File: src/snd_defines.svh
/*
 * Sound board build constants
 * work RAM and PCM ROM address widths
 * PCM voice register offsets
 */
`ifndef SND_DEFINES_SVH
`define SND_DEFINES_SVH

// 2 KB of work RAM
`define SND_RAMW 11

// PCM sample ROM, 64 KB
`define PCM_AW 16

// voice registers, low two CPU address bits
`define VOICE_START_LO 2'd0
`define VOICE_START_HI 2'd1
`define VOICE_LEN      2'd2
`define VOICE_CTRL     2'd3

`endif

File: src/snd_pkg.sv
/*
 * Shared types of the sound board
 * sound CPU bus cycle, chip selects, bank control byte,
 * write byte union, ROM addresses and the sample word
 */
`default_nettype none

`include "snd_defines.svh"

package snd_pkg;

    // one sound CPU bus cycle, strobes active high
    typedef struct packed {
        logic [15:0] addr;
        logic        mreq;
        logic        rd;
        logic        wr;
        logic [7:0]  dout;
    } cpu_bus_t;

    // one bit per decoded target
    typedef struct packed {
        logic rom;
        logic ram;
        logic voice;
        logic latch;
        logic bank_we;  // xmen only
        logic nmi_clr;  // xmen=0 only
    } chip_sel_t;

    typedef struct packed {
        logic [2:0] unused;
        logic       nmi_clr;
        logic [3:0] bank;
    } bank_ctrl_t;

    // the CPU write byte, seen as data or as bank control
    typedef union packed {
        logic [7:0] raw;
        bank_ctrl_t ctrl;
    } snd_wdata_u;

    typedef logic [16:0]         rom_addr_t;
    typedef logic [`PCM_AW-1:0]  pcm_addr_t;
    typedef logic signed [15:0]  snd_sample_t;

endpackage

`default_nettype wire

File: src/snd_map.sv
/*
 * Sound CPU address map
 * decoding for both board variants, picked by xmen
 * ROM bank register and banked ROM address
 * NMI edge latch with its clear sources
 * read data multiplexer
 */
`default_nettype none

`include "snd_defines.svh"

module snd_map (
    input  wire                  clk,
    input  wire                  rst,
    input  wire                  xmen,
    input  snd_pkg::cpu_bus_t    bus,
    output snd_pkg::chip_sel_t   sel,
    output snd_pkg::rom_addr_t   rom_addr,
    input  wire [7:0]            rom_data,
    input  wire [7:0]            ram_dout,
    input  wire [7:0]            voice_dout,
    input  wire [7:0]            latch_dout,
    output logic [7:0]           cpu_din,
    input  wire                  nmi_trig,
    output logic                 nmi_n
);
    import snd_pkg::*;

    snd_wdata_u wdata;
    logic [3:0] bank;
    logic       nmi_clrr;
    logic [2:0] rom_hi;
    logic       upper4k;
    logic       trig_l, nmi_clr;

    assign wdata.raw = bus.dout;
    assign upper4k   = &bus.addr[15:12];

    always_comb begin
        sel = '0;
        if (!xmen) begin
            sel.rom     = bus.mreq && bus.rd && !upper4k;            // 0000-EFFF
            sel.ram     = bus.mreq && bus.addr[15:`SND_RAMW] == 5'h1e;
            sel.voice   = bus.mreq && upper4k && bus.addr[11:9] == 3'd5;
            sel.nmi_clr = bus.mreq && bus.wr && upper4k && bus.addr[11:9] == 3'd6;
            sel.latch   = bus.mreq && upper4k && bus.addr[11:9] == 3'd7;
        end else begin
            sel.rom     = bus.mreq && bus.rd && !(bus.addr[15] && bus.addr[14]);
            sel.ram     = bus.mreq && bus.addr[15:13] == 3'b110;     // 2 KB mirrored
            sel.voice   = bus.mreq && bus.addr[15:11] == 5'b11101;
            sel.latch   = bus.mreq && bus.addr[15:11] == 5'b11110;
            sel.bank_we = bus.mreq && bus.wr && bus.addr[15:10] == 6'b111110;
        end
    end

    // 8000-BFFF goes through the bank, 0000-7FFF is fixed
    assign rom_hi   = bus.addr[15] ? bank[2:0] : {2'b0, bus.addr[14]};
    assign rom_addr = xmen ? {rom_hi, bus.addr[13:0]} : {1'b0, bus.addr};

    always_ff @(posedge clk or posedge rst) begin
        if (rst) begin
            bank     <= 4'd0;
            nmi_clrr <= 1'b0;
        end else if (sel.bank_we) begin
            bank     <= wdata.ctrl.bank;
            nmi_clrr <= wdata.ctrl.nmi_clr;
        end
    end

    assign nmi_clr = xmen ? nmi_clrr : sel.nmi_clr;

    always_ff @(posedge clk or posedge rst) begin
        if (rst) begin
            trig_l <= 1'b0;
            nmi_n  <= 1'b1;
        end else begin
            trig_l <= nmi_trig;
            if (nmi_clr)
                nmi_n <= 1'b1;      // clear beats a new edge
            else if (nmi_trig && !trig_l)
                nmi_n <= 1'b0;
        end
    end

    always_comb begin
        if (sel.rom)
            cpu_din = rom_data;
        else if (sel.ram)
            cpu_din = ram_dout;
        else if (sel.voice)
            cpu_din = voice_dout;
        else if (sel.latch)
            cpu_din = latch_dout;
        else
            cpu_din = 8'hff;    // open bus
    end

    a_one_sel: assert property (@(posedge clk) disable iff (rst) $onehot0(sel));

endmodule

`default_nettype wire

File: config.mk
export PLATFORM = sky130hd
export DESIGN_NAME = snd_map
export DESIGN_NICKNAME = d
export VERILOG_FILES = /design/src/snd_pkg.sv /design/src/snd_map.sv
export VERILOG_INCLUDE_DIRS = /design/src
export SDC_FILE = /design/constraint.sdc
export NUM_CORES = 1
export LEC_CHECK = 0
export ABC_AREA = 1
export BUFFER_PORTS_ARGS = -buffer_cell sky130_fd_sc_hd__buf_2
export CORE_ASPECT_RATIO = 0.5
export CORE_UTILIZATION = 30
export CTS_CLUSTER_DIAMETER = 80
export DETAILED_ROUTE_END_ITERATION = 10
export PLACE_DENSITY_LB_ADDON = 0.3
export SYNTH_ARGS = -nofsm -noshare
export SYNTH_HDL_FRONTEND = slang
export SYNTH_SLANG_ARGS = --single-unit
File: constraint.sdc
create_clock -name clk -period 2.2 [get_ports clk]
set_clock_uncertainty 0.05 [all_clocks]
set_input_delay 0.11 -clock clk [delete_from_list [all_inputs] [get_ports clk]]
set_output_delay 0.11 -clock clk [all_outputs]
set_load 0.005 [all_outputs]
Word-level counts from Yosys, hierarchy flattened
Index checks and enable logic that the tools add are counted.
{ "classes": {"n_eq_ne": 7, "muxes": 12, "reduce_logical": 20} }
{ "ops": {"columns": ["op", "count"], "rows": [
  ["2-to-1 mux 8 bit", 4],
  ["2-to-1 mux 17 bit", 1],
  ["logical AND 1 bit", 15],
  ["== test 3 bit (second input constant)", 4],
  ["== test 5 bit (second input constant)", 2],
  ["== test 6 bit (second input constant)", 1],
  ["2-to-1 mux 1 bit", 5],
  ["2-to-1 mux 4 bit", 1],
  ["AND reduction 4 bit", 1],
  ["zero test 1 bit", 3],
  ["2-to-1 mux 3 bit", 1],
  ["nonzero test 2 bit", 1]
]} }
{ "word_totals": {"input_bits": 63, "register_bits": 6} }

Longest topological paths before layout
{ "logic_depth": {"ltp_word": 8, "ltp_mapped": 8, "ltp_nobuf": 8} }

Worst setup path before layout
Ideal clock, no wire load.
{ "synth_timing": {"path_kind": "input -> output", "start": "input bus[10] (netlist bit)", "end": "output cpu_din[0]", "path_slack_ns": 1.195, "arrival_time_ns": 0.845, "stages": 8, "path_cell_list": "nand2_1 -> nor2_2 -> inv_1 -> nor2_1 -> nor2_4 -> clkinv_4 -> nand2_1 -> a21oi_1"} }
{ "synth_rtl": {"columns": ["element", "line", "text"], "rows": [
  ["start, declared", "snd_map.sv:16", "input snd_pkg::cpu_bus_t bus,"],
  ["end, declared", "snd_map.sv:23", "output logic [7:0] cpu_din,"]
]} }

Worst setup path after layout
{ "layout_timing": {"start": "input bus[23] (netlist bit)", "end": "output cpu_din[1]"} }
{ "layout_between": {"elab_chain_len": 8, "elab_cells_between_ends": 15, "classes_between": "eq/ne (2); mux (5); reduce/logical (8)"} }
{ "layout_lines": {"columns": ["element", "line", "text"], "rows": [
  ["AND reduction 4 bit", "snd_map.sv:37", "assign upper4k = &bus.addr[15:12];"],
  ["logical AND 1 bit", "snd_map.sv:44, snd_map.sv:46", null],
  ["logical AND 1 bit", "snd_map.sv:46", "sel.latch = bus.mreq && upper4k && bus.addr[11:9] == 3'd7;"],
  ["2-to-1 mux 4 bit (*)", "snd_map.sv:41", "if (!xmen) begin"],
  ["2-to-1 mux 8 bit", "snd_map.sv:92", "else if (sel.latch)"],
  ["2-to-1 mux 8 bit", "snd_map.sv:90", "else if (sel.voice)"],
  ["2-to-1 mux 8 bit", "snd_map.sv:88", "else if (sel.ram)"],
  ["2-to-1 mux 8 bit (*)", "snd_map.sv:86", "if (sel.rom)"]
]} }
Every way passes the cells marked *; elsewhere a longest branch is shown, timed or not.

==> metrics.yaml <==
drtIter0Drc: 22
drcViolationCount: 0
cp_data_arrival_time_ns: 1.15
status: "complete, no violations"
antenna_cells: 0
grt_pass1_vias: 844
grt_max_degree: 10
synth-async-reset-ratio_pct: 100
p_int_mw: 0.312
place_congestion: 0.767
synth_area_leaders: "nand2_1 19%, dfrtp_1 15%, buf_4 12%"
synth_cells: 152
swShare_pct: 26.9
rsz0062_at_grt: "no"
fin_nets: 279
finalPower_mw: 0.426
hold_violations: 0
cts_root_buffer: "clkbuf_8"
chipHeight_um: 39.6
placed_cells: 246
fill_cells: 316
area_growth_pct: 42.6
end_kind: "output pin"
ys_types: 21
cts_sinks: 6
vias_per_cell: 4.11
power.net_switching_mw: 0.115
cts_made_buffers: 3
fin_crit_sh_pct: 59.5
cap_violations: 0
postCtsSetupBuffers: 0
yosysSeqAreaShare_pct: 17.8
vias: 1036
synth_flop_cell: "dfrtp_1"
post_cts_resized: 0
startpoint: "bus[23]"
die_x_um: 77.3
ys_ff_latch: 6
yosys.area.top_type: "nand2_1"
dp_hpwl_mm: 1.90
yosysWarningCount: 0
dieArea_mm2: 0.00306
power_density_mw_per_mm2: 352
gr-usage-all-layers_pct: 14.3
p_comb_share_pct: 30.5
drv_slew: 0
cts_max_level: 1
syn_nets: 215
rows: 13
drive_above_1_share_pct: 42.8
worst_slew_pin_slew_ns: 0.265
wl_per_cell_um: 9.00
utilization_pct: 46.0
setup-tns-final_ns: 0
critPathLaunchType: "input pin"
worstHoldStart: "bus[4]"
seq_area_um2: 151
cts_tree: "yes"
vdd_drop_max_v: 0.000250
antenna_found_initial: 0
post-synth-top-count-cell: "nand2_1"
portBuffers: 72
required_ns: 2.04
yosys-top-cells-count: "44 x nand2_1, 28 x inv_1, 19 x nor2_1"
timing.rr.start: "nmi_n"
drt_wl_total_mm: 2.27
path_class: "input pin to output pin"
start_util_pct: 32.2
clkPwrFrac_pct: 40.6
syn_avg_cell_area_um2: 5.59
leakage_nw: 0.748
yosys.area.top_type_share_pct: 19.4
critPathMaxFanout: 9
fmax_ghz: 0.764
grt_pass1_wl_mm: 3.44
clkLatencyLatePin_ns: 0.22
dr.pass1.iters: 3
hold_buffers: 2
setup_viol: 0
clkTransAtPathRegs_ns: 0.04
gr-total-overflow: 0
antenna_left: 0
slew_headroom_pct: 82.3
min_period_ns: 1.31
finalNonFillerCells: 252
syn_area_um2: 850
hp-class: "input pin to flop"
p_seq_share_pct: 28.9
multiInputGateArea_um2: 467
clockBufferDepth: 2
io_pins: 95
synth_edf_count: 0
coreArea_mm2: 0.00264
## stage by stage
stage	setup slack [ns]	hold WS, ns	area (um^2)
after floorplan	1.20	-0.150	850
after global placement	0.898	-0.0211	1150
after detailed placement	0.874	-0.0144	1150
after CTS	0.870	0.0430	1210
after global routing	0.724	0.0628	1210
final	0.891	0.0442	1210
## sequential cells by signal, summed over array words and instances (netlist names)
register  flops
nmi_clrr      1
trig_l        1
bank          3
nmi_n         1
## power by group through the flow
stage | clock network (mW) | registers, mW | logic (mW)
3_3_place_gp | 0 | 0.124 | 0.128
2_1_floorplan | 0 | 0.124 | 0.0721
4_1_cts | 0.178 | 0.123 | 0.133
6_report | 0.173 | 0.123 | 0.130
3_5_place_dp | 0 | 0.124 | 0.130
5_1_grt | 0.184 | 0.124 | 0.150
## worst max-delay path, cell delays in order
cell      delay (ns)
buf_2           0.10
nand2_1         0.08
nor2_2          0.10
inv_1           0.05
nor2_1          0.18
nor2_4          0.10
clkinv_4        0.09
nand2_1         0.07
a21oi_2         0.14
buf_2           0.12
## layout make-up
class	instances	area share, %
Multi-Input combinational cell	100	38.5
Inverter	31	10.0
Timing Repair Buffer	74	31.4
Clock buffer	4	3.72
Tap cell	37	3.82
Sequential cell	6	12.5
## layout by cell type, fill, tap and decap left out
cell type and n:
dfstp_2 1, a21oi_2 5, nand2_1 44, nor2_4 1
clkinv_4 1, nor3_2 1, buf_2 72, nand4_1 1
a21boi_0 1, clkbuf_8 3, or2_2 1, nand3_1 13
dfrtp_1 5, inv_1 28, inv_2 2, nor2_1 19
nand2_2 2, dlygate4sd3_1 2, nor2_2 2, nand3_2 1
a21oi_1 4, clkbuf_1 1, o21ai_0 5
## logic make-up (layout without fill, tap and decap cells)
group / Yosys count / in the layout / synth area share (%)
AOI/OAI and AO/OA: 15 / 15 / 11.3
buffers and inverters: 46 / 109 / 27.2
DFF: 6 / 6 / 17.8
and+or+nand+nor: 85 / 85 / 43.6
## metal layers
metal  track usage (%)  vias up  part of all wire [%]
met5                 0        -                     0
met4              7.08        0                   1.9
met3              1.40        8                   5.2
met2              27.4       31                    48
met1              16.9      428                    44
li1                  -      569                     -
## final timing paths
path	end	slack, ns	cells past startpoint
setup reg to reg	nmi_n	1.44	2
hold / removal	nmi_clrr	0.04	3
setup / recovery	cpu_din[1]	0.89	10
max in group asynchronous	nmi_n	1.56	3
min in group asynchronous	bank[2]	0.29	3
hold reg to reg	nmi_n	0.42	2
Power figures use the tool's default switching activity.
