File: config.mk
export PLATFORM = sky130hd
export DESIGN_NAME = snd_pcm_voice
export DESIGN_NICKNAME = d
export VERILOG_FILES = /design/src/snd_pkg.sv /design/src/snd_pcm_voice.sv
export VERILOG_INCLUDE_DIRS = /design/src
export SDC_FILE = /design/constraint.sdc
export NUM_CORES = 1
export LEC_CHECK = 0
export BUFFER_PORTS_ARGS = -buffer_cell sky130_fd_sc_hd__buf_2
export CORE_MARGIN = 2
export CORE_UTILIZATION = 40
export DETAILED_ROUTE_END_ITERATION = 10
export GPL_TIMING_DRIVEN = 0
export REMOVE_ABC_BUFFERS = 1
export SLEW_MARGIN = 40
export SYNTH_ARGS = -nofsm -noshare
export SYNTH_HDL_FRONTEND = slang
export SYNTH_SLANG_ARGS = --single-unit
File: constraint.sdc
create_clock -name clk -period 3.6 [get_ports clk]
set_input_delay 0.18 -clock clk [delete_from_list [all_inputs] [get_ports clk]]
set_output_delay 0.18 -clock clk [all_outputs]
set_load 0.01 [all_outputs]
File: src/snd_defines.svh
/*
 * Sound board build constants
 * work RAM and PCM ROM address widths
 * PCM voice register offsets
 */
`ifndef SND_DEFINES_SVH
`define SND_DEFINES_SVH

// 2 KB of work RAM
`define SND_RAMW 11

// PCM sample ROM, 64 KB
`define PCM_AW 16

// voice registers, low two CPU address bits
`define VOICE_START_LO 2'd0
`define VOICE_START_HI 2'd1
`define VOICE_LEN      2'd2
`define VOICE_CTRL     2'd3

`endif

File: src/snd_pkg.sv
/*
 * Shared types of the sound board
 * sound CPU bus cycle, chip selects, bank control byte,
 * write byte union, ROM addresses and the sample word
 */
`default_nettype none

`include "snd_defines.svh"

package snd_pkg;

    // one sound CPU bus cycle, strobes active high
    typedef struct packed {
        logic [15:0] addr;
        logic        mreq;
        logic        rd;
        logic        wr;
        logic [7:0]  dout;
    } cpu_bus_t;

    // one bit per decoded target
    typedef struct packed {
        logic rom;
        logic ram;
        logic voice;
        logic latch;
        logic bank_we;  // xmen only
        logic nmi_clr;  // xmen=0 only
    } chip_sel_t;

    typedef struct packed {
        logic [2:0] unused;
        logic       nmi_clr;
        logic [3:0] bank;
    } bank_ctrl_t;

    // the CPU write byte, seen as data or as bank control
    typedef union packed {
        logic [7:0] raw;
        bank_ctrl_t ctrl;
    } snd_wdata_u;

    typedef logic [16:0]         rom_addr_t;
    typedef logic [`PCM_AW-1:0]  pcm_addr_t;
    typedef logic signed [15:0]  snd_sample_t;

endpackage

`default_nettype wire

File: src/snd_pcm_voice.sv
/*
 * Single PCM channel
 * start address, length and control registers on the CPU bus
 * fetches one ROM byte per cen_pcm while playing, stalls on pcm_ok
 * sample pulse per accepted byte, end pulse after the last one
 */
`default_nettype none

`include "snd_defines.svh"

module snd_pcm_voice (
    input  wire                     clk,
    input  wire                     rst,
    input  wire                     cen_pcm,
    input  wire                     cs,
    input  wire                     we,
    input  wire [1:0]               addr,
    input  wire [7:0]               din,
    output logic [7:0]              dout,
    output wire [`PCM_AW-1:0]       pcm_addr,
    output logic                    pcm_cs,
    input  wire [7:0]               pcm_data,
    input  wire                     pcm_ok,
    output snd_pkg::snd_sample_t    snd,
    output logic                    sample,
    output logic                    play_end
);
    import snd_pkg::*;

    pcm_addr_t  start_addr, cur_addr;
    logic [7:0] len, cnt;
    logic       busy;
    logic       reg_we, start, fetch;

    assign reg_we   = cs && we;
    assign start    = reg_we && addr == `VOICE_CTRL && din[0];
    assign fetch    = cen_pcm && pcm_cs && pcm_ok;
    assign pcm_addr = cur_addr;

    always_ff @(posedge clk) begin
        if (reg_we && addr == `VOICE_START_LO) start_addr[7:0]  <= din;
        if (reg_we && addr == `VOICE_START_HI) start_addr[15:8] <= din;
        if (reg_we && addr == `VOICE_LEN)      len              <= din;
        if (start)
            cur_addr <= start_addr;
        else if (fetch)
            cur_addr <= cur_addr + 1'd1;
    end

    always_ff @(posedge clk or posedge rst) begin
        if (rst) begin
            busy     <= 1'b0;
            pcm_cs   <= 1'b0;
            cnt      <= 8'd0;
            snd      <= '0;
            sample   <= 1'b0;
            play_end <= 1'b0;
        end else begin
            sample   <= 1'b0;
            play_end <= 1'b0;
            if (start) begin
                busy   <= len != 8'd0;  // zero length plays nothing
                pcm_cs <= len != 8'd0;
                cnt    <= len;
            end else if (fetch) begin
                snd    <= {pcm_data, 8'd0};
                sample <= 1'b1;
                cnt    <= cnt - 1'd1;
                if (cnt == 8'd1) pcm_cs <= 1'b0;   // last byte taken
            end else if (busy && !pcm_cs) begin
                busy     <= 1'b0;
                play_end <= 1'b1;
                snd      <= '0;
            end
        end
    end

    always_comb begin
        case (addr)
            `VOICE_START_LO: dout = start_addr[7:0];
            `VOICE_START_HI: dout = start_addr[15:8];
            `VOICE_LEN:      dout = len;
            default:         dout = {7'd0, busy};
        endcase
    end

    a_cs_busy: assert property (@(posedge clk) disable iff (rst) pcm_cs |-> busy);
    a_no_overlap: assert property (@(posedge clk) disable iff (rst) !(sample && play_end));

endmodule

`default_nettype wire

Word-level counts from Yosys, hierarchy flattened. Index checks and enable logic that the tools add are counted.

Register bits: 68. Logic and storage cells: 55. Bits of input ports: 24. Output and inout port bits: 43.

$add $sub $neg: 2. Eq/ne operators: 5. Mux-type cells: 18. Bitwise logic cells: 1. Reductions and logical operators: 19.

Operators with widths (count): $mux 16 (4); $pmux 8 s3 (1); $add 16x1->16 const B (1); $mux 8 (2); $mux 1 (11); $logic_and 1x1->1 (9); $eq 8x1->1 const B (1); $reduce_bool 2->1 (4); $reduce_bool 8->1 (1); $sub 8x1->8 const B (1); $reduce_and 2->1 (3); $eq 2x2->1 const B (2); $eq 2x1->1 const B (1); $logic_not 2->1 (1); $ne 2x2->1 const B (1); $logic_not 1->1 (1); $not 1->1 (1).

Depth between registers and ports, before layout. Gate-level depths: netlist of the first run.

Word-level depth: 5. Gate-level depth with buffers: 6. Gate-level depth less buffers: 6.

Worst setup path before layout of the first run. Ideal clock, no wire load.

Path type: reg-to-reg. Start point: reg cur_addr[0], in the netlist pcm_addr[0]. End point: reg cur_addr[14], in the netlist pcm_addr[14] (data pin). Data required time: 3.337 ns. Cell stages (with the launch flop): 6. Setup slack: 1.985 ns. Buffers on the path: 0. Arrival time: 1.352 ns. Setup time: 0.263 ns. Period minus slack after synthesis: 1.615 ns. Cell sequence: edfxtp_1 ha_1 nand2_1 nor4_1 xnor2_1 o21ai_2.

Longest elaborated chain between the ends: 3.

Ends and longest elaborated chain: start: declaration (line snd_pcm_voice.sv:30) `pcm_addr_t start_addr, cur_addr;`; start signal: assignment (line snd_pcm_voice.sv:45) `cur_addr <= start_addr;`; start signal: assignment (line snd_pcm_voice.sv:47) `cur_addr <= cur_addr + 1'd1;`; $add 16x1->16 (line snd_pcm_voice.sv:47); $mux 16 (line snd_pcm_voice.sv:46) `else if (fetch)`; $mux 16 (line snd_pcm_voice.sv:44) `if (start)`.

No other way between the ends. The select of a mux whose other input is x is not followed. A chain may end at the register's enable or synchronous reset.

Worst setup path in the final report of the first run.
Start point: in addr[1]. End point: reg cur_addr[3], in the netlist pcm_addr[3] (enable).

Longest elaborated chain between the ends: 4.

Ends and longest elaborated chain: start: declaration (line snd_pcm_voice.sv:17) `input wire [1:0] addr,`; $eq 2x2->1 (no line); $logic_and 1x1->1 (no line); $logic_and 1x1->1 (line snd_pcm_voice.sv:36) `` assign start = reg_we && addr == `VOICE_CTRL && din[0]; ``; $reduce_bool 2->1 (no line).

No other way between the ends.

==> results of run 1 <==
==> cell usage in the layout (no fill, tap or decap), types with 3 or more instances in the layout <==
master / count
a21oi_1: 5
a22o_1: 8
buf_2: 58
clkbuf_8: 9
conb_1: 8
dfrtp_1: 20
edfxtp_1: 40
ha_1: 3
inv_1: 4
mux2i_1: 7
nand2_1: 35
nand3_1: 7
nand4_1: 6
nor2_1: 12
nor2b_1: 3
nor3_1: 5
nor4_1: 7
o21ai_0: 9
o21ai_1: 16
xnor2_1: 15
xor2_1: 6
==> registers in the layout, indices dropped and copies added, names as in the netlist <==
signal / cells
cnt: 8
pcm_cs: 1
start_addr: 16
snd: 8
pcm_addr: 16
play_end: 1
sample: 1
busy: 1
len: 8
==> logic make-up (layout without fill, tap and decap cells) <==
group / after synthesis / after routing
buf+inv: 21 / 80
mux: 8 / 8
flops: 60 / 60
compound gates: 42 / 42
xor+xnor: 21 / 21
other cells: 1 / 8
simple gates: 86 / 86
fa+ha+maj: 3 / 3
==> power by group through the flow <==
stage	Clock, W	Combinational, W	Sequential (W)
floorplan	0	0.000189	0.000967
global placement	0	0.000327	0.000954
detailed placement	0	0.000333	0.000956
CTS	0.000585	0.000335	0.000943
global route	0.000619	0.000372	0.000958
finish	0.000577	0.000330	0.000943
==> worst paths after layout <==
| path | startpoint | end | slack [ps] | depth (start not counted) |
|---|---|---|---|---|
| max reg2reg | pcm_addr[0]$_DFFE_PP_ | pcm_addr[14]$_DFFE_PP_ | 1790 | 5 |
| min reg2reg | snd[10]$_DFFE_PP0P_ | snd[10]$_DFFE_PP0P_ | 500 | 1 |
| min in group asynchronous | rst | snd[10]$_DFFE_PP0P_ | 390 | 3 |
| max | addr[1] | pcm_addr[3]$_DFFE_PP_ | 1610 | 4 |
| min | din[6] | len[6]$_DFFE_PP_ | 30 | 1 |
| max in group asynchronous | rst | cnt[7]$_DFFE_PP0P_ | 2860 | 3 |
==> per-layer routing <==
| layer | share of wire, % | vias to the layer above |
|---|---|---|
| met5 | 0 | - |
| met4 | 2.3 | 0 |
| met3 | 4.0 | 10 |
| met2 | 46 | 51 |
| met1 | 47 | 977 |
| li1 | - | 982 |
==> per-stage QoR <==
step	instances	hold slack, ps	worst slack, ps	utilization [%]
finish	404	29.5	1610	49.5
floorplan	233	144	1890	-
CTS	404	21.9	1620	49.5
global route	404	23.4	1490	49.5
global placement	387	353	1150	46.5
detailed placement	387	353	1250	46.6
==> cell type report <==
class / count / area [µm²]
well taps: 96 / 120
flip-flops and latches: 60 / 1700
clock buffers: 11 / 153
repair buffers: 59 / 300
fillers: 646 / 3430
inverters: 5 / 18.8
multi-input cells: 168 / 1040
clock inverters: 5 / 33.8
==> what timing repair did <==
action / 4_1_cts / 5_1_grt
hold buffers: 1 / 0
endpoints found under the setup margin: 0 / 0
endpoints found under the hold margin: 20 / 0
==> flow_summary.toml, run 1 <==
[floorplanning]
rows = 30
design.portCount = 67
die_h_um = 87.9
die_area_um2 = 7720
initial_core_util_pct = 41.4
fp.dieW_um = 87.9
core-area_um2 = 6790

[logic_synthesis]
synthMostInstantiatedCell = "edfxtp_1"
muxShareOfSynthArea_pct = 3.29
synth_edf_count = 40
synth_top_family_by_area = "simple AND/OR/NAND/NOR gates"
synthArstFlopShare_pct = 33.3
synthSimpleGateAreaFrac_pct = 15.2
ys_warn_count = 0
yosys-top-cells-area = "edfxtp_1 43%, dfrtp_1 18%, nand2_1 4.7%, xnor2_1 4.7%, o21ai_1 2.8%"
ys_types = 33
ys_top_cells_by_count = "40 x edfxtp_1, 35 x nand2_1, 20 x dfrtp_1, 16 x o21ai_1, 15 x xnor2_1"
syn_avg_cell_area_um2 = 11.6
yosys.area.top_type = "edfxtp_1"
ys_seq_area_share_pct = 60.4
synthAdderAreaFrac_pct = 1.33
netlist_instances = 242
synth_compound_area_share_pct = 9.02
synth_top_area_share_pct = 42.7
synth_xor_area_share_pct = 6.53
ys_ff_latch = 60
synthFlopType = "edfxtp_1"
synth.cell_area_um2 = 2820

[sta]
setup_viol_count_final = 0
worst_pin_slew_ps = 740
drv_slew = 0
max_freq_ghz = 0.501
skew_ps = 7.60
hold_violations = 0
relSlewSlack_pct = 50.6
layout_worst_path_cycle_share_pct = 55.4
rsz0062_at_grt = "false"
period_minus_slack_ps = 1990
final.setup.tns_ps = 0

[cts]
numCtsBuffers = 9
h-tree-depth = 3
cts_tree = "built"
insertion_delay_ps = 350
ctsResizeCount = 0
cts_sinks = 60
postCtsSetupBuffers = 0
clkTransAtPathRegs_ps = 70
root_buffer = "clkbuf_8"
clockBufferDepth = 2

[placed_design]
io_buffers = 58
dp_hpwl_um = 4360
dpl-instance-area_um2 = 3170
gp_congestion = 0.812

[power]
pwr-share-seq_pct = 51.0
p_switching_w = 0.000551
power_density_nw_per_um2 = 550
p_sw_share_pct = 29.8
fin_total_pwr_w = 0.00185
p_comb_share_pct = 17.8
p_clk_share_pct = 31.2
peakVddDrop_uv = 209
static-leakage-power_nw = 1.33
p_int_w = 0.00130

[critical_path]
critical_path_arrival_ps = 1970
crit_fanout = 16
start_kind = "input port"
crit_chain = "buf_2 -> and3_1 -> nand3_1 -> nand2_1"
cp-end-kind = "flip-flop"
worstPathBufferInverterCount = 1
crit_family = "simple AND/OR/NAND/NOR gates"
worstSetupPathType = "in2reg"
cpMaxStageDelayCell = "nand2_1"
cpPeakStageDelay_ps = 800
crit_required_ps = 3580

[detailed_routing]
drt_wl_total_um = 6270
drcViolationCount = 0
antenna_left = 0
drt_iter0_markers = 86
wl_per_cell_um = 15.5
dr_total_vias = 2020
dr.pass1.iters = 4
vias_per_cell = 5.00

[grt]
use_met3_pct = 3.68
grt_pass1_wl_um = 9660
track_usage_pct = 17.4
grt_max_degree = 40
grt_pass1_vias = 1865
busiest_layer = "met2"
antenna_found_initial = 0
grt-ovfl-total = 0
grtUsageMet2_pct = 25.3
grtUsageMet1_pct = 24.4

[cells_and_area]
synthToLayoutAreaGrowth_pct = 19.5
final_nets = 330
diodes = 0
layout-drive-gt1-share_pct = 27.6
final_area_um2 = 3360

[status]
status = "finished clean"

[flow_run]
cap_violations = 0

[worst_hold_path]
worstHoldPathType = "in2reg"
No activity file was read; power rests on OpenSTA's default activity.
==> inputs of run 2 (changes only) <==
- clock period: 3.6 -> 1.8 ns (I/O delays scaled with it)
==> flow_summary.toml, run 2 (synthesized netlist as in run 1, its figures left out) <==
[sta]
setup_viol_count_final = 0
drv_slew = 0
hold_violations = 0
final.setup.tns_ps = 0
worst_pin_slew_ps = 802
skew_ps = 8.77
layout_setup_ws_ps = 111
period_minus_slack_ps = 1690
layout_worst_path_cycle_share_pct = 93.8
relSlewSlack_pct = 46.3
max_freq_ghz = 0.592

[detailed_routing]
antenna_left = 0
vias_per_cell = 4.97
dr.pass1.iters = 4
drcViolationCount = 0
drt_iter0_markers = 105
drt_wl_total_um = 6490
wl_per_cell_um = 15.4
dr_total_vias = 2094

[floorplanning]
core-area_um2 = 6790
initial_core_util_pct = 41.4
fp.dieW_um = 87.9
rows = 30
design.portCount = 67
die_h_um = 87.9
die_area_um2 = 7720

[cts]
insertion_delay_ps = 340
cts_sinks = 60
h-tree-depth = 3
clockBufferDepth = 2
numCtsBuffers = 9
clkTransAtPathRegs_ps = 70
root_buffer = "clkbuf_8"
cts_tree = "built"

[flow_run]
cap_violations = 0

[grt]
grt-ovfl-total = 0
grt_pass1_wl_um = 10100
antenna_found_initial = 0
grt_max_degree = 40
grt_pass1_vias = 1960
track_usage_pct = 18.1

[placed_design]
io_buffers = 58
gp_congestion = 0.812
pre_cts_ws_ps = -457
dp_hpwl_um = 4360
post-place-cells = 387

[critical_path]
crit_fanout = 6
ff2ff_path_depth = 4
r2r_slack_ps = 110
crit_required_ps = 1870
crit_chain = "nand4_1 -> nor4_4 -> xnor2_1 -> o21ai_2"
start_kind = "flip-flop"
cp-end-kind = "flip-flop"
reg2reg_from = "pcm_addr[2]$_DFFE_PP_"
rr_endpoint = "pcm_addr[14]$_DFFE_PP_"
critical_path_arrival_ps = 1760
cpPeakStageDelay_ps = 460
cpMaxStageDelayCell = "edfxtp_1"
worstSetupPathType = "reg2reg"

[cells_and_area]
diodes = 0
utilization_pct = 52.5
final_nets = 347
layout-drive-gt1-share_pct = 28.0
fillCellCount = 633
stdcell_count = 421
synthToLayoutAreaGrowth_pct = 26.8
final_common_cell = "buf_2"
layout_common_cells = "58 x buf_2, 40 x edfxtp_1, 33 x nand2_1, 20 x dfrtp_1, 17 x dlygate4sd3_1"

[worst_hold_path]
hold_path_end = "sample$_DFF_PP0_"
worstHoldPathType = "in2reg"
hold_depth = 3
min_from = "pcm_ok"

[status]
status = "finished clean"

[power]
static-leakage-power_nw = 1.42
peakVddDrop_uv = 418
power_density_nw_per_um2 = 1050
run 2: changes by cell type in the layout (fill, tap and decap cells not counted):
cell           change
buf_4              +1
dlygate4sd3_1     +16
ha_1               -1
ha_2               +1
nand2_1            -2
nand2_2            +2
nor4_1             -2
nor4_4             +2
run 2: worst max-delay path, delay by kind of cell, from the launching register on:
family	cells	cell delay, ps
xor+xnor	1	180
simple gates	2	710
compound gates	1	70
flops	1	460
run 2: layer usage:
metal	wire length, µm	share of wire [%]	GRT usage, %	vias up
met1	3130	48	25.0	1011
met4	123	1.9	9.23	0
li1	-	-	-	1015
met2	3010	46	27.2	59
met5	0	0	0	-
met3	227	3.5	3.49	9
run 2: how the worst max path moves through the flow:
stage	startpoint	to	slack, ps	cells after the start
3_5_place_dp	addr[1]	pcm_addr[14]$_DFFE_PP_	-460	4
5_1_grt	pcm_addr[0]$_DFFE_PP_	pcm_addr[13]$_DFFE_PP_	-20	4
3_3_place_gp	addr[1]	snd[8]$_DFFE_PP0P_	-560	5
6_report	pcm_addr[2]$_DFFE_PP_	pcm_addr[14]$_DFFE_PP_	110	4
2_1_floorplan	pcm_addr[0]$_DFFE_PP_	pcm_addr[14]$_DFFE_PP_	160	5
4_1_cts	pcm_addr[0]$_DFFE_PP_	pcm_addr[14]$_DFFE_PP_	40	5
run 2: layout make-up:
| cell class | instances | area [µm²] | area share [%] |
|---|---|---|---|
| Tap cell | 96 | 120 | 3.36 |
| Clock buffer | 11 | 153 | 4.28 |
| Multi-Input combinational cell | 168 | 1070 | 30.1 |
| Timing Repair Buffer | 76 | 468 | 13.1 |
| Inverter | 5 | 18.8 | 0.526 |
| Sequential cell | 60 | 1700 | 47.7 |
| Clock inverter | 5 | 33.8 | 0.946 |
run 2: power by group:
group | internal, W | switching, W
sequential | 0.00170 | 0.000185
combinational | 0.000338 | 0.000359
clock | 0.000585 | 0.000566
run 2: timing repair:
action                                  in CTS  in global routing
hold buffers                                17                  0
endpoints found under the setup margin      17                  3
endpoints found under the hold margin       52                  0
buffers inserted                             0                  1
gates resized for setup                      2                  5
run 2: stage by stage:
stage	hold WS, ps	instance area, µm²	power [W]
after floorplan	53.8	2750	0.00231
after global placement	263	3160	0.00256
after detailed placement	263	3170	0.00258
after CTS	224	3530	0.00375
after global routing	253	3570	0.00394
final	234	3570	0.00373
