--- config.mk ---
export PLATFORM = sky130hd
export DESIGN_NAME = snd_cmd_latch
export DESIGN_NICKNAME = d
export VERILOG_FILES = /design/src/snd_cmd_latch.sv
export SDC_FILE = /design/constraint.sdc
export NUM_CORES = 1
export LEC_CHECK = 0
export ABC_AREA = 0
export BUFFER_PORTS_ARGS = -buffer_cell sky130_fd_sc_hd__buf_4
export CAP_MARGIN = 15
export CORE_MARGIN = 2
export CORE_UTILIZATION = 41
export CTS_CLUSTER_SIZE = 30
export DETAILED_ROUTE_END_ITERATION = 12
export GPL_ROUTABILITY_DRIVEN = 0
export PLACE_DENSITY = 0.8
export SYNTH_ARGS = -nofsm -noshare
export SYNTH_HDL_FRONTEND = slang
export SYNTH_SLANG_ARGS = --single-unit
export TNS_END_PERCENT = 10
--- constraint.sdc ---
create_clock -name clk -period 1.5 [get_ports clk]
set_input_delay 0 -clock clk [delete_from_list [all_inputs] [get_ports clk]]
set_output_delay 0 -clock clk [all_outputs]
set_load 0.01 [all_outputs]
--- src/snd_cmd_latch.sv ---
/*
 * Command latch between the main CPU and the sound CPU
 * two command bytes written by the main CPU
 * one reply byte written back by the sound CPU
 * pending interrupt, set by command 0, cleared when it is read
 */
`default_nettype none

module snd_cmd_latch (
    input  wire       clk,
    input  wire       rst,
    input  wire [1:0] main_addr,
    input  wire [7:0] main_dout,
    input  wire       main_we,
    output wire [7:0] pair_dout,
    input  wire       cs,
    input  wire       we,
    input  wire       re,
    input  wire [1:0] addr,
    input  wire [7:0] din,
    output logic [7:0] dout,
    output wire       irq_n
);
    logic [7:0] cmd0, cmd1, reply;
    logic       pending;
    logic       set_irq, clr_irq;

    assign set_irq   = main_we && main_addr == 2'd0;
    assign clr_irq   = cs && re && addr == 2'd0;
    assign irq_n     = ~pending;
    assign pair_dout = reply;

    always_ff @(posedge clk or posedge rst) begin
        if (rst) begin
            cmd0    <= 8'd0;
            cmd1    <= 8'd0;
            reply   <= 8'd0;
            pending <= 1'b0;
        end else begin
            if (main_we && main_addr == 2'd0) cmd0 <= main_dout;
            if (main_we && main_addr == 2'd1) cmd1 <= main_dout;
            if (cs && we && addr == 2'd2) reply <= din;  // answer to main CPU
            // a new command wins over the acknowledge
            if (set_irq)
                pending <= 1'b1;
            else if (clr_irq)
                pending <= 1'b0;
        end
    end

    always_comb begin
        case (addr)
            2'd0:    dout = cmd0;
            2'd1:    dout = cmd1;
            2'd2:    dout = reply;
            default: dout = 8'hff;
        endcase
    end

    // no interrupt may leak out of reset
    a_irq_after_rst: assert property (@(posedge clk) $fell(rst) |-> irq_n);

endmodule

`default_nettype wire

# Word-level counts from Yosys, hierarchy flattened
# Cells that the tools add are included.
[totals] output_inout_bits=17 in_bits=26 wordCells=20 regBits=25
[op_classes] reduce_logical=9 muxes=3 eq_ne=3 bitwise=1
[op_table] operator="$pmux 8 s3" count=1
[op_table] operator="$logic_and 1x1->1" count=6
[op_table] operator="$eq 2x1->1 const B" count=2
[op_table] operator="$logic_not 2->1" count=2
[op_table] operator="$eq 2x2->1 const B" count=1
[op_table] operator="$mux 1" count=2
[op_table] operator="$reduce_bool 2->1" count=1
[op_table] operator="$not 1->1" count=1

# Logic depth before layout (Yosys ltp)
# Gate-level depths: netlist of run 1.
[logic_depth] depth_word=4 depth_mapped=3 depth_no_buf=2

# Worst setup path before layout of run 1
# Ideal clock, no wire load.
[synth_timing] kind="input -> register" startpoint="input port main_addr[0]" endpoint="register cmd0[0]" t_required_ns=1.375 arrival_time_ns=0.712 setup_time_ns=0.125 path_slack_ns=0.664 stages=2 path_buffers=0 path_cell_list="nor3b_4 -> mux2_2"
[synth_between] elab_chain_cells=2
[synth_lines] item="start: declaration" line="12" text="input wire [1:0] main_addr,"
[synth_lines] item="$logic_not 2->1" line="40" text="if (main_we && main_addr == 2'd0) cmd0 <= main_dout;"
[synth_lines] item="$logic_and 1x1->1" line="40"
[synth_lines] item="end signal: assignment" line="40"
[synth_lines] item="end: declaration" line="24" text="logic [7:0] cmd0, cmd1, reply;"
# No other way between the ends.
# A chain may end at the register's enable or synchronous reset.

# Final worst setup path of run 1
[layout_timing] startpoint="register cmd0[5]" endpoint="output port dout[5]"
[layout_between] elab_chain_cells=1
[layout_lines] item="$pmux 8 s3" line="52" text="case (addr)"
[layout_lines] item="end: declaration" line="21" text="output logic [7:0] dout,"
# No other way between the ends.

==> results of run 1 <==
-- worst max-delay path by stage --
| stage | start | endpoint | slack [ns] | depth (start not counted) |
|---|---|---|---|---|
| finish | cmd0[5] | dout[5] | 0.18 | 3 |
| global route | cmd1[6] | dout[6] | 0.12 | 3 |
| CTS | cmd0[6] | dout[6] | 0.18 | 3 |
| detailed placement | main_addr[0] | cmd0[6] | 0.38 | 3 |
| global placement | main_addr[0] | cmd0[6] | 0.43 | 3 |
| floorplan | main_addr[0] | cmd0[0] | 0.66 | 2 |
-- synth_stat cells, drive strengths merged --
cell type and n:
dfrtp 25, clkbuf 1, nand3b 1, buf 2
inv 2, nand4b 1, o21bai 1, mux2 32
o22a 8, nor3b 1, nand2b 1, nor4bb 1
-- logic make-up (layout without fill, tap and decap cells) --
family / after synthesis / in the layout
buffers and inverters: 5 / 66
AND/OR/NAND/NOR: 5 / 5
flip-flops: 25 / 25
multiplexers: 32 / 32
AO/OA/AOI/OAI: 9 / 9
-- power groups by stage --
| stage | Combinational (mW) | Sequential (mW) | Clock (mW) |
|---|---|---|---|
| 2_1_floorplan | 0.268 | 0.899 | 0 |
| 5_1_grt | 0.593 | 0.904 | 0.327 |
| 3_3_place_gp | 0.503 | 0.888 | 0 |
| 4_1_cts | 0.556 | 0.885 | 0.301 |
| 6_report | 0.554 | 0.888 | 0.287 |
| 3_5_place_dp | 0.518 | 0.899 | 0 |
-- flip-flops by register name, indices dropped and copies added (netlist names) --
register and flops:
cmd0 8, cmd1 8, pair_dout 8, pending 1
-- cells in the final DEF, fill, tap and decap left out --
cell	netlist	final
sky130_fd_sc_hd__nand4b_4	1	1
sky130_fd_sc_hd__nor3b_4	1	1
sky130_fd_sc_hd__clkbuf_1	1	1
sky130_fd_sc_hd__nor4bb_1	1	1
sky130_fd_sc_hd__o21bai_1	1	1
sky130_fd_sc_hd__dlygate4sd3_1	0	17
sky130_fd_sc_hd__mux2_2	32	32
sky130_fd_sc_hd__buf_4	1	43
sky130_fd_sc_hd__o22a_1	8	8
sky130_fd_sc_hd__clkbuf_4	0	3
sky130_fd_sc_hd__dfrtp_1	25	25
sky130_fd_sc_hd__nand2b_1	1	1
sky130_fd_sc_hd__nand3b_2	1	1
sky130_fd_sc_hd__inv_1	2	2
-- layout make-up --
type | count | share of cell area
tap | 31 | 0.0228
timing repair buffer | 60 | 0.290
inverter | 2 | 0.00442
multi-input combinational | 46 | 0.299
sequential | 25 | 0.368
clock buffer | 4 | 0.0155
-- what timing repair did --
item                                   4_1_cts  5_1_grt
hold buffers                                17        0
buffers inserted                             0        0
setup endpoints to repair                    0        0
endpoints found under the hold margin       49        0
-- metal layers --
layer  wire (µm)  part of all wire  GRT usage  vias to the layer above
met5           0                 0          0                        -
met4          53             0.019     0.0698                        0
met3         132             0.048     0.0408                        6
met2        1420              0.52      0.305                       33
met1        1130              0.41      0.219                      443
li1            -                 -          -                      406
==> flow_results.org, run 1 <==
** Power and ir drop
- Net switching component of the power :: 0.469 mW
- Of the total power, the share spent switching nets is 0.271.
- The share of total power dissipated in sequential elements is 0.514.
- Highest ir drop seen on vdd :: 0.000757 V
- Summed over all cells, the static leakage comes to 0.787 nW.
- Clock power share :: 0.166
- Cell internal power was estimated by the tool at 1.26 mW.
- Total power of the final layout :: 1.73 mW
- Of the total power, combinational logic draws 0.320.
- Total power per unit cell area :: roughly 1000 nW/µm²

** Floorplan
- I/O pin cnt :: 43
- In this run the horizontal extent of the chip is 57.3 µm.
- Initial Utilization :: 0.426
- From bottom edge to top edge, the die measures 57.3 µm.
- Floorplan core area :: approximately 2700 µm²
- The floorplan has 19 rows.
- The floorplan step defined a die boundary enclosing 3280 µm².

** Clocking
- Clock Sink Count :: 25
- The cell sitting at the root of the clock tree is a sky130_fd_sc_hd__clkbuf_4.
- Clock Path Buffers :: 2
- Buffers inserted during clock tree synthesis total 3.
- In this run the number of H-tree levels came out at 1.
- Clock slew seen by the registers of the worst setup and hold paths :: 0.12 ns
- TritonCTS built the clock tree.
- The number of gates resized after CTS was 0.
- Insertion delay to the later sink of the worst-skew pair :: roughly 0.30 ns

** Cells and area
- The repair_antennas step left the layout with diodes totalling 0.
- At the end of the flow the core is filled with cells to 0.622.
- Excluding fillers, the count of instances in the completed layout stands at 168.
- Area of the multi-input gates :: 508 µm²
- The finished cells cover 1700 µm².
- The final layout contains 164 nets.
- P&R area growth vs syn :: 46.0%
- Fraction of layout instances using a drive strength above 1 :: 0.591
- The filler cells instantiated in the layout total 228.
- Area used by sequential logic in the layout :: 626 µm²

** Global route
- Across every metal layer, demand over resource in global routing totals 0.178.
- Gr ovfl total :: 0
- The first global-routing pass estimated about 4400 µm of wire.
- The initial antenna violation count was 0.
- Entering global routing, the biggest net connects 26 pins.
- Number of global-route vias before repair :: 964

** Yosys
- Of the post-synthesis cell area, the part taken by muxes is 0.310.
- Nets in the synthesized netlist :: between 100 and 150
- The synthesized design contains 25 register bits.
- Top-area cell type share of the netlist area :: 0.538
- Of the synthesized area, sequential elements account for 0.538.
- Warnings from Yosys :: 0
- The average instance in the mapped netlist occupies 15.3 µm².
- Simple-Gate Fraction of Synth Area :: 0.0602
- sky130_fd_sc_hd__dfrtp_1 takes more of the synthesized area than any other cell.
- Synth top area cells :: sky130_fd_sc_hd__dfrtp_1, sky130_fd_sc_hd__mux2_2, sky130_fd_sc_hd__o22a_1
- Yosys cell types :: 13
- After synthesis, the largest family of logic cells by area is multiplexers.
- The mapped netlist covers between 1000 and 1500 µm².
- Synth Area in Compound Gates :: 0.0667
- Of the total synthesized cell area, the portion taken by full adders, half adders and majority gates is 0.
- Counting every instance in the synthesized netlist gives 76.
- Parity-gate share of the synthesized area counting xor and xnor cells :: 0

** Detailed routing
- Dividing the detail-routed via count by the number of cells gives 5.29.
- Drt total wl :: 2730 µm
- After the first detailed-routing iteration, the DRC count stood at 23.
- Final routed DRC violation total :: 0
- After detailed routing, the average wire length per cell comes to 16.3 µm.
- The routed layout has 888 vias.
- DRT antenna net count :: 0
- Pre-antenna DRT Iters :: 4

** Timing
- Setup repair after global routing left no endpoint under its margin.
- For the final routed database, the setup TNS stands at 0 ns.
- Final hold slack :: about 0.05 ns
- The final hold violation count is 0.
- Period utilisation layout :: 0.882
- Measured against its own limit, the worst slew margin works out to 0.667.
- The final number of max-transition violations was 0.
- The worst path needs 1.32 ns of the cycle, external delays included.
- Derived from the worst setup path, the maximum achievable clock frequency is roughly 0.76 GHz.
- The worst path meets setup with 0.177 ns of slack.
- Between clock sinks in the finished design, the worst skew comes to 0 ns.
- Tightest Pin Transition :: 0.498 ns
- Setup violations remaining at the end of the flow were counted as 0.

** Critical path
- STA classifies the critical path startpoint as a flip-flop.
- In this run the critical register-to-register path is launched from pair_dout[0].
- STA puts the critical path data arrival time at 1.32 ns.
- The slowest stage of the critical path is the sky130_fd_sc_hd__dfrtp_1 cell.
- CP Buf/Inv Count :: 1
- Kind of capture point of the worst setup path :: output port
- The critical path in this run is classified as reg2out.
- Worst path top cell family by delay :: flip-flops
- In this run the worst path has a maximum fanout of 2.
- Required arrival time at the worst endpoint :: 1.50 ns
- R2R Path End :: pair_dout[0]
- The largest single stage delay on the critical path is between 0.4 and 0.5 ns.
- Traced cell by cell, the critical path runs through mux2_2 > o22a_1 > buf_4.
- Setup slack of the worst register-to-register path :: 0.69 ns
- Cell depth of the worst flop-to-flop path :: 1

** Run status
- The run finished with clean final reports.

** Place
- Instance area at placement :: ~1500 µm²
- After detailed placement, the design holds a cell count of around 150.
- During placement, the flow inserted port buffers numbering between 40 and 50.
- Worst slack at placement :: ~0.38 ns

** Worst hold path
- Hold/Removal Path Class :: in2reg
- Along the worst hold path, the cell count comes to 3.
- Hold endpoint :: pending
- Hold Path Origin :: main_addr[1]

** Flow run
- Max-capacitance violation count :: 0
Power figures use the tool's default switching activity.
==> run 2, diff against run 1 <==
==> constraint.sdc (replaced) <==
create_clock -name clk -period 1.7 [get_ports clk]
set_input_delay 0 -clock clk [delete_from_list [all_inputs] [get_ports clk]]
set_output_delay 0 -clock clk [all_outputs]
set_load 0.01 [all_outputs]
==> run 2 against run 1 <==
  * Sequential share of layout area stayed put
  * Total power is 12% lower
  * Non-clock buffer count stayed put
  * Via count is 0.34% lower
  * Critical path type unchanged
  * Critical endpoint is now dout[3]
  * Largest power group unchanged
==> flow_results.org, run 2 (same netlist as run 1, synthesis figures left out) <==
** Timing
- Shortest period the worst path allows :: 1.33 ns
- The worst slew margin relative to its limit is 0.671 (+0.00371).
- The final number of max-transition violations came to 0 (unchanged).
- The largest clock skew in the final design was 0 ns (unchanged).
- The final number of setup-violating endpoints is 0 (unchanged).
- Period utilisation layout :: 0.780
- Total negative slack for setup checks :: 0 ns (unchanged)
- Setup repair after global routing left no endpoint under its margin.
- The final-layout worst hold slack came to 0.0493 ns (-0.000142 ns).
- Derived from the worst setup path, the maximum achievable clock frequency is around 0.75 GHz.
- The pin slew with the least headroom to its limit is 0.493 ns (-0.00557 ns).
- Final hold violation count :: 0 (unchanged)

** Detailed routing
- The average vias per placed instance was 5.27 (-0.34%).
- Via Count :: 885 (-0.34%)
- The initial detailed-routing violation count is 29 (+26%).
- Final routed DRC violation total :: 0 (unchanged)
- The number of nets still failing antenna checks after routing came to 0 (unchanged).
- The sum of routed wire length over all layers came to 2730 µm (-0.33%).
- Pre-antenna DRT Iters :: 4 (unchanged)
- The average wire length per cell after detail routing was 16.2 µm (-0.33%).

** Critical path
- Maximum fanout count along the critical path :: 2 (unchanged)
- Cell depth of the worst flop-to-flop path :: 1 (unchanged)
- Delay of the slowest cell on the worst path :: 0.40 ns (about the same)
- By startpoint and endpoint, the worst setup path is classified as reg2out.
- The worst register-to-register path begins at pair_dout[0].
- Crit start category :: flip-flop
- Kind of capture point of the worst setup path :: output port
- The slack of the worst reg-to-reg path was 0.89 ns (+0.20 ns).
- Worst path top cell family by delay :: flip-flops
- CP Buf/Inv Count :: 1 (unchanged)
- Crit-path cells :: mux2_2 > o22a_1 > buf_4
- Slowest cell on crit path :: sky130_fd_sc_hd__dfrtp_1
- Required arrival time at the worst endpoint :: 1.70 ns (+0.20 ns)
- The worst register-to-register path ends at pair_dout[0].
- Critical Path AT :: 1.33 ns (about the same)

** Cells and area
- Most frequent cells in the layout :: sky130_fd_sc_hd__buf_4, sky130_fd_sc_hd__mux2_2, sky130_fd_sc_hd__dfrtp_1
- The number of nets in the final layout came to 164 (unchanged).
- The share of post-route cells with drive strength above 1 came to 0.591 (unchanged).
- Area used by sequential logic in the layout :: 626 µm² (unchanged)
- The diode insertion count for antenna repair was 0 (unchanged).
- The area occupied by multi-input gates came to 508 µm² (unchanged).
- P&R area growth vs syn :: 46.0% (unchanged)
- Leading cell type in the layout, fill and taps excluded :: sky130_fd_sc_hd__buf_4
- Number of filler instances in the final layout :: 219 (-3.9%)

** Global route
- Global-route wire length before repair :: 4460 µm (+0.95%)
- Largest net degree at the start of global routing :: 26 (unchanged)
- Number of global-route vias before repair :: 990 (+2.7%)
- Antenna violations before repair :: 0 (unchanged)
- The total overflow reported by the global router came to 0 (unchanged).
- Total global-route track usage :: 0.183 (+0.00422)

** Place
- Port Buffers :: 42 (unchanged)

** Power and ir drop
- The power density normalized to cell area came to 899 nW/µm² (-12%).
- Highest ir drop seen on vdd :: 0.000725 V (-4.2%)
- Leakage power :: 0.787 nW (unchanged)

** Flow run
- Max-capacitance violation count :: 0 (unchanged)

** Floorplan
- The overall die width came to 57.3 µm (unchanged).
- The y dimension of the die is 57.3 µm (unchanged).
- Rows :: 19 (unchanged)
- The area of the placeable core is 2730 µm² (unchanged).
- The starting density of the core is 0.426 (unchanged).
- The overall die area is 3280 µm² (unchanged).
- I/O pin cnt :: 43 (unchanged)

** Clocking
- Clock slew seen by the registers of the worst setup and hold paths :: 0.13 ns (about the same)
- CTS Root Cell :: sky130_fd_sc_hd__clkbuf_4
- The maximum root-to-sink buffer count was 2 (unchanged).
- The post-cts gate resize count came to 0 (unchanged).
- The level count of the clock H-tree came to 1 (unchanged).
- The insertion delay of the later-clocked pin in the worst-skew pair came to 0.31 ns (about the same).
- Clock tree from TritonCTS :: done
- The clock net sink count is 25 (unchanged).
- The number of buffers created by CTS came to 3 (unchanged).

** Worst hold path
- Number of cells on the worst hold path :: 3 (unchanged)
- For hold timing, the worst endpoint is pending.
- Hold/Removal Path Class :: in2reg
- The worst hold path begins at main_addr[1].

** Run status
- The run finished with clean final reports.
[run 2: cell counts in the layout (fill, tap and decap cells not counted)]
No cell type changed its count.
[run 2: layout make-up]
type,count,share of cell area
clock buffers,4,0.0155
multi-input cells,46,0.299
well taps,31,0.0228
repair buffers,60,0.290
flip-flops and latches,25,0.368
inverters,2,0.00442
[run 2: metrics by stage]
step / total power [mW] / util / area (µm²) / setup slack, ns / std cells
6_report: 1.53 / 0.622 / 1700 / 0.374 / 168
5_1_grt: 1.61 / 0.622 / 1700 / 0.309 / 168
4_1_cts: 1.54 / 0.622 / 1700 / 0.374 / 168
3_5_place_dp: 1.25 / 0.550 / 1500 / 0.575 / 147
3_3_place_gp: 1.23 / 0.550 / 1500 / 0.626 / 147
2_1_floorplan: 1.03 / - / 1160 / 0.864 / 76
[run 2: worst max path at each step]
stage                       from      end  slack, ns  cells past startpoint
global placement    main_addr[0]  cmd0[6]       0.63                      3
global route             cmd1[3]  dout[3]       0.31                      3
finish                   cmd1[3]  dout[3]       0.37                      3
CTS                      cmd0[7]  dout[7]       0.37                      3
detailed placement  main_addr[0]  cmd0[6]       0.57                      3
floorplan           main_addr[0]  cmd0[0]       0.86                      2
[run 2: routing by layer]
layer	wire length, µm	GRT usage	vias to the layer above
li1	-	-	406
met1	1090	0.208	441
met2	1440	0.332	32
met3	124	0.0385	6
met4	69	0.0731	0
met5	0	0	-
[run 2: power by group]
group | switching, mW | total, mW | internal, mW
Clock | 0.164 | 0.255 | 0.0915
Combinational | 0.180 | 0.489 | 0.309
Sequential | 0.0715 | 0.783 | 0.711
Total | 0.416 | 1.53 | 1.11
[run 2: tightest hold or removal path, cell delays in order]
cell and delay (ns):
sky130_fd_sc_hd__buf_4 0.10, sky130_fd_sc_hd__nor3b_4 0.07, sky130_fd_sc_hd__o21bai_1 0.15
[run 2: what timing repair did]
| item | 4_1_cts | 5_1_grt |
|---|---|---|
| setup buffers | 0 | 0 |
| endpoints found under the setup margin | 0 | 0 |
| hold buffers | 17 | 0 |
| hold endpoints to repair | 49 | 0 |
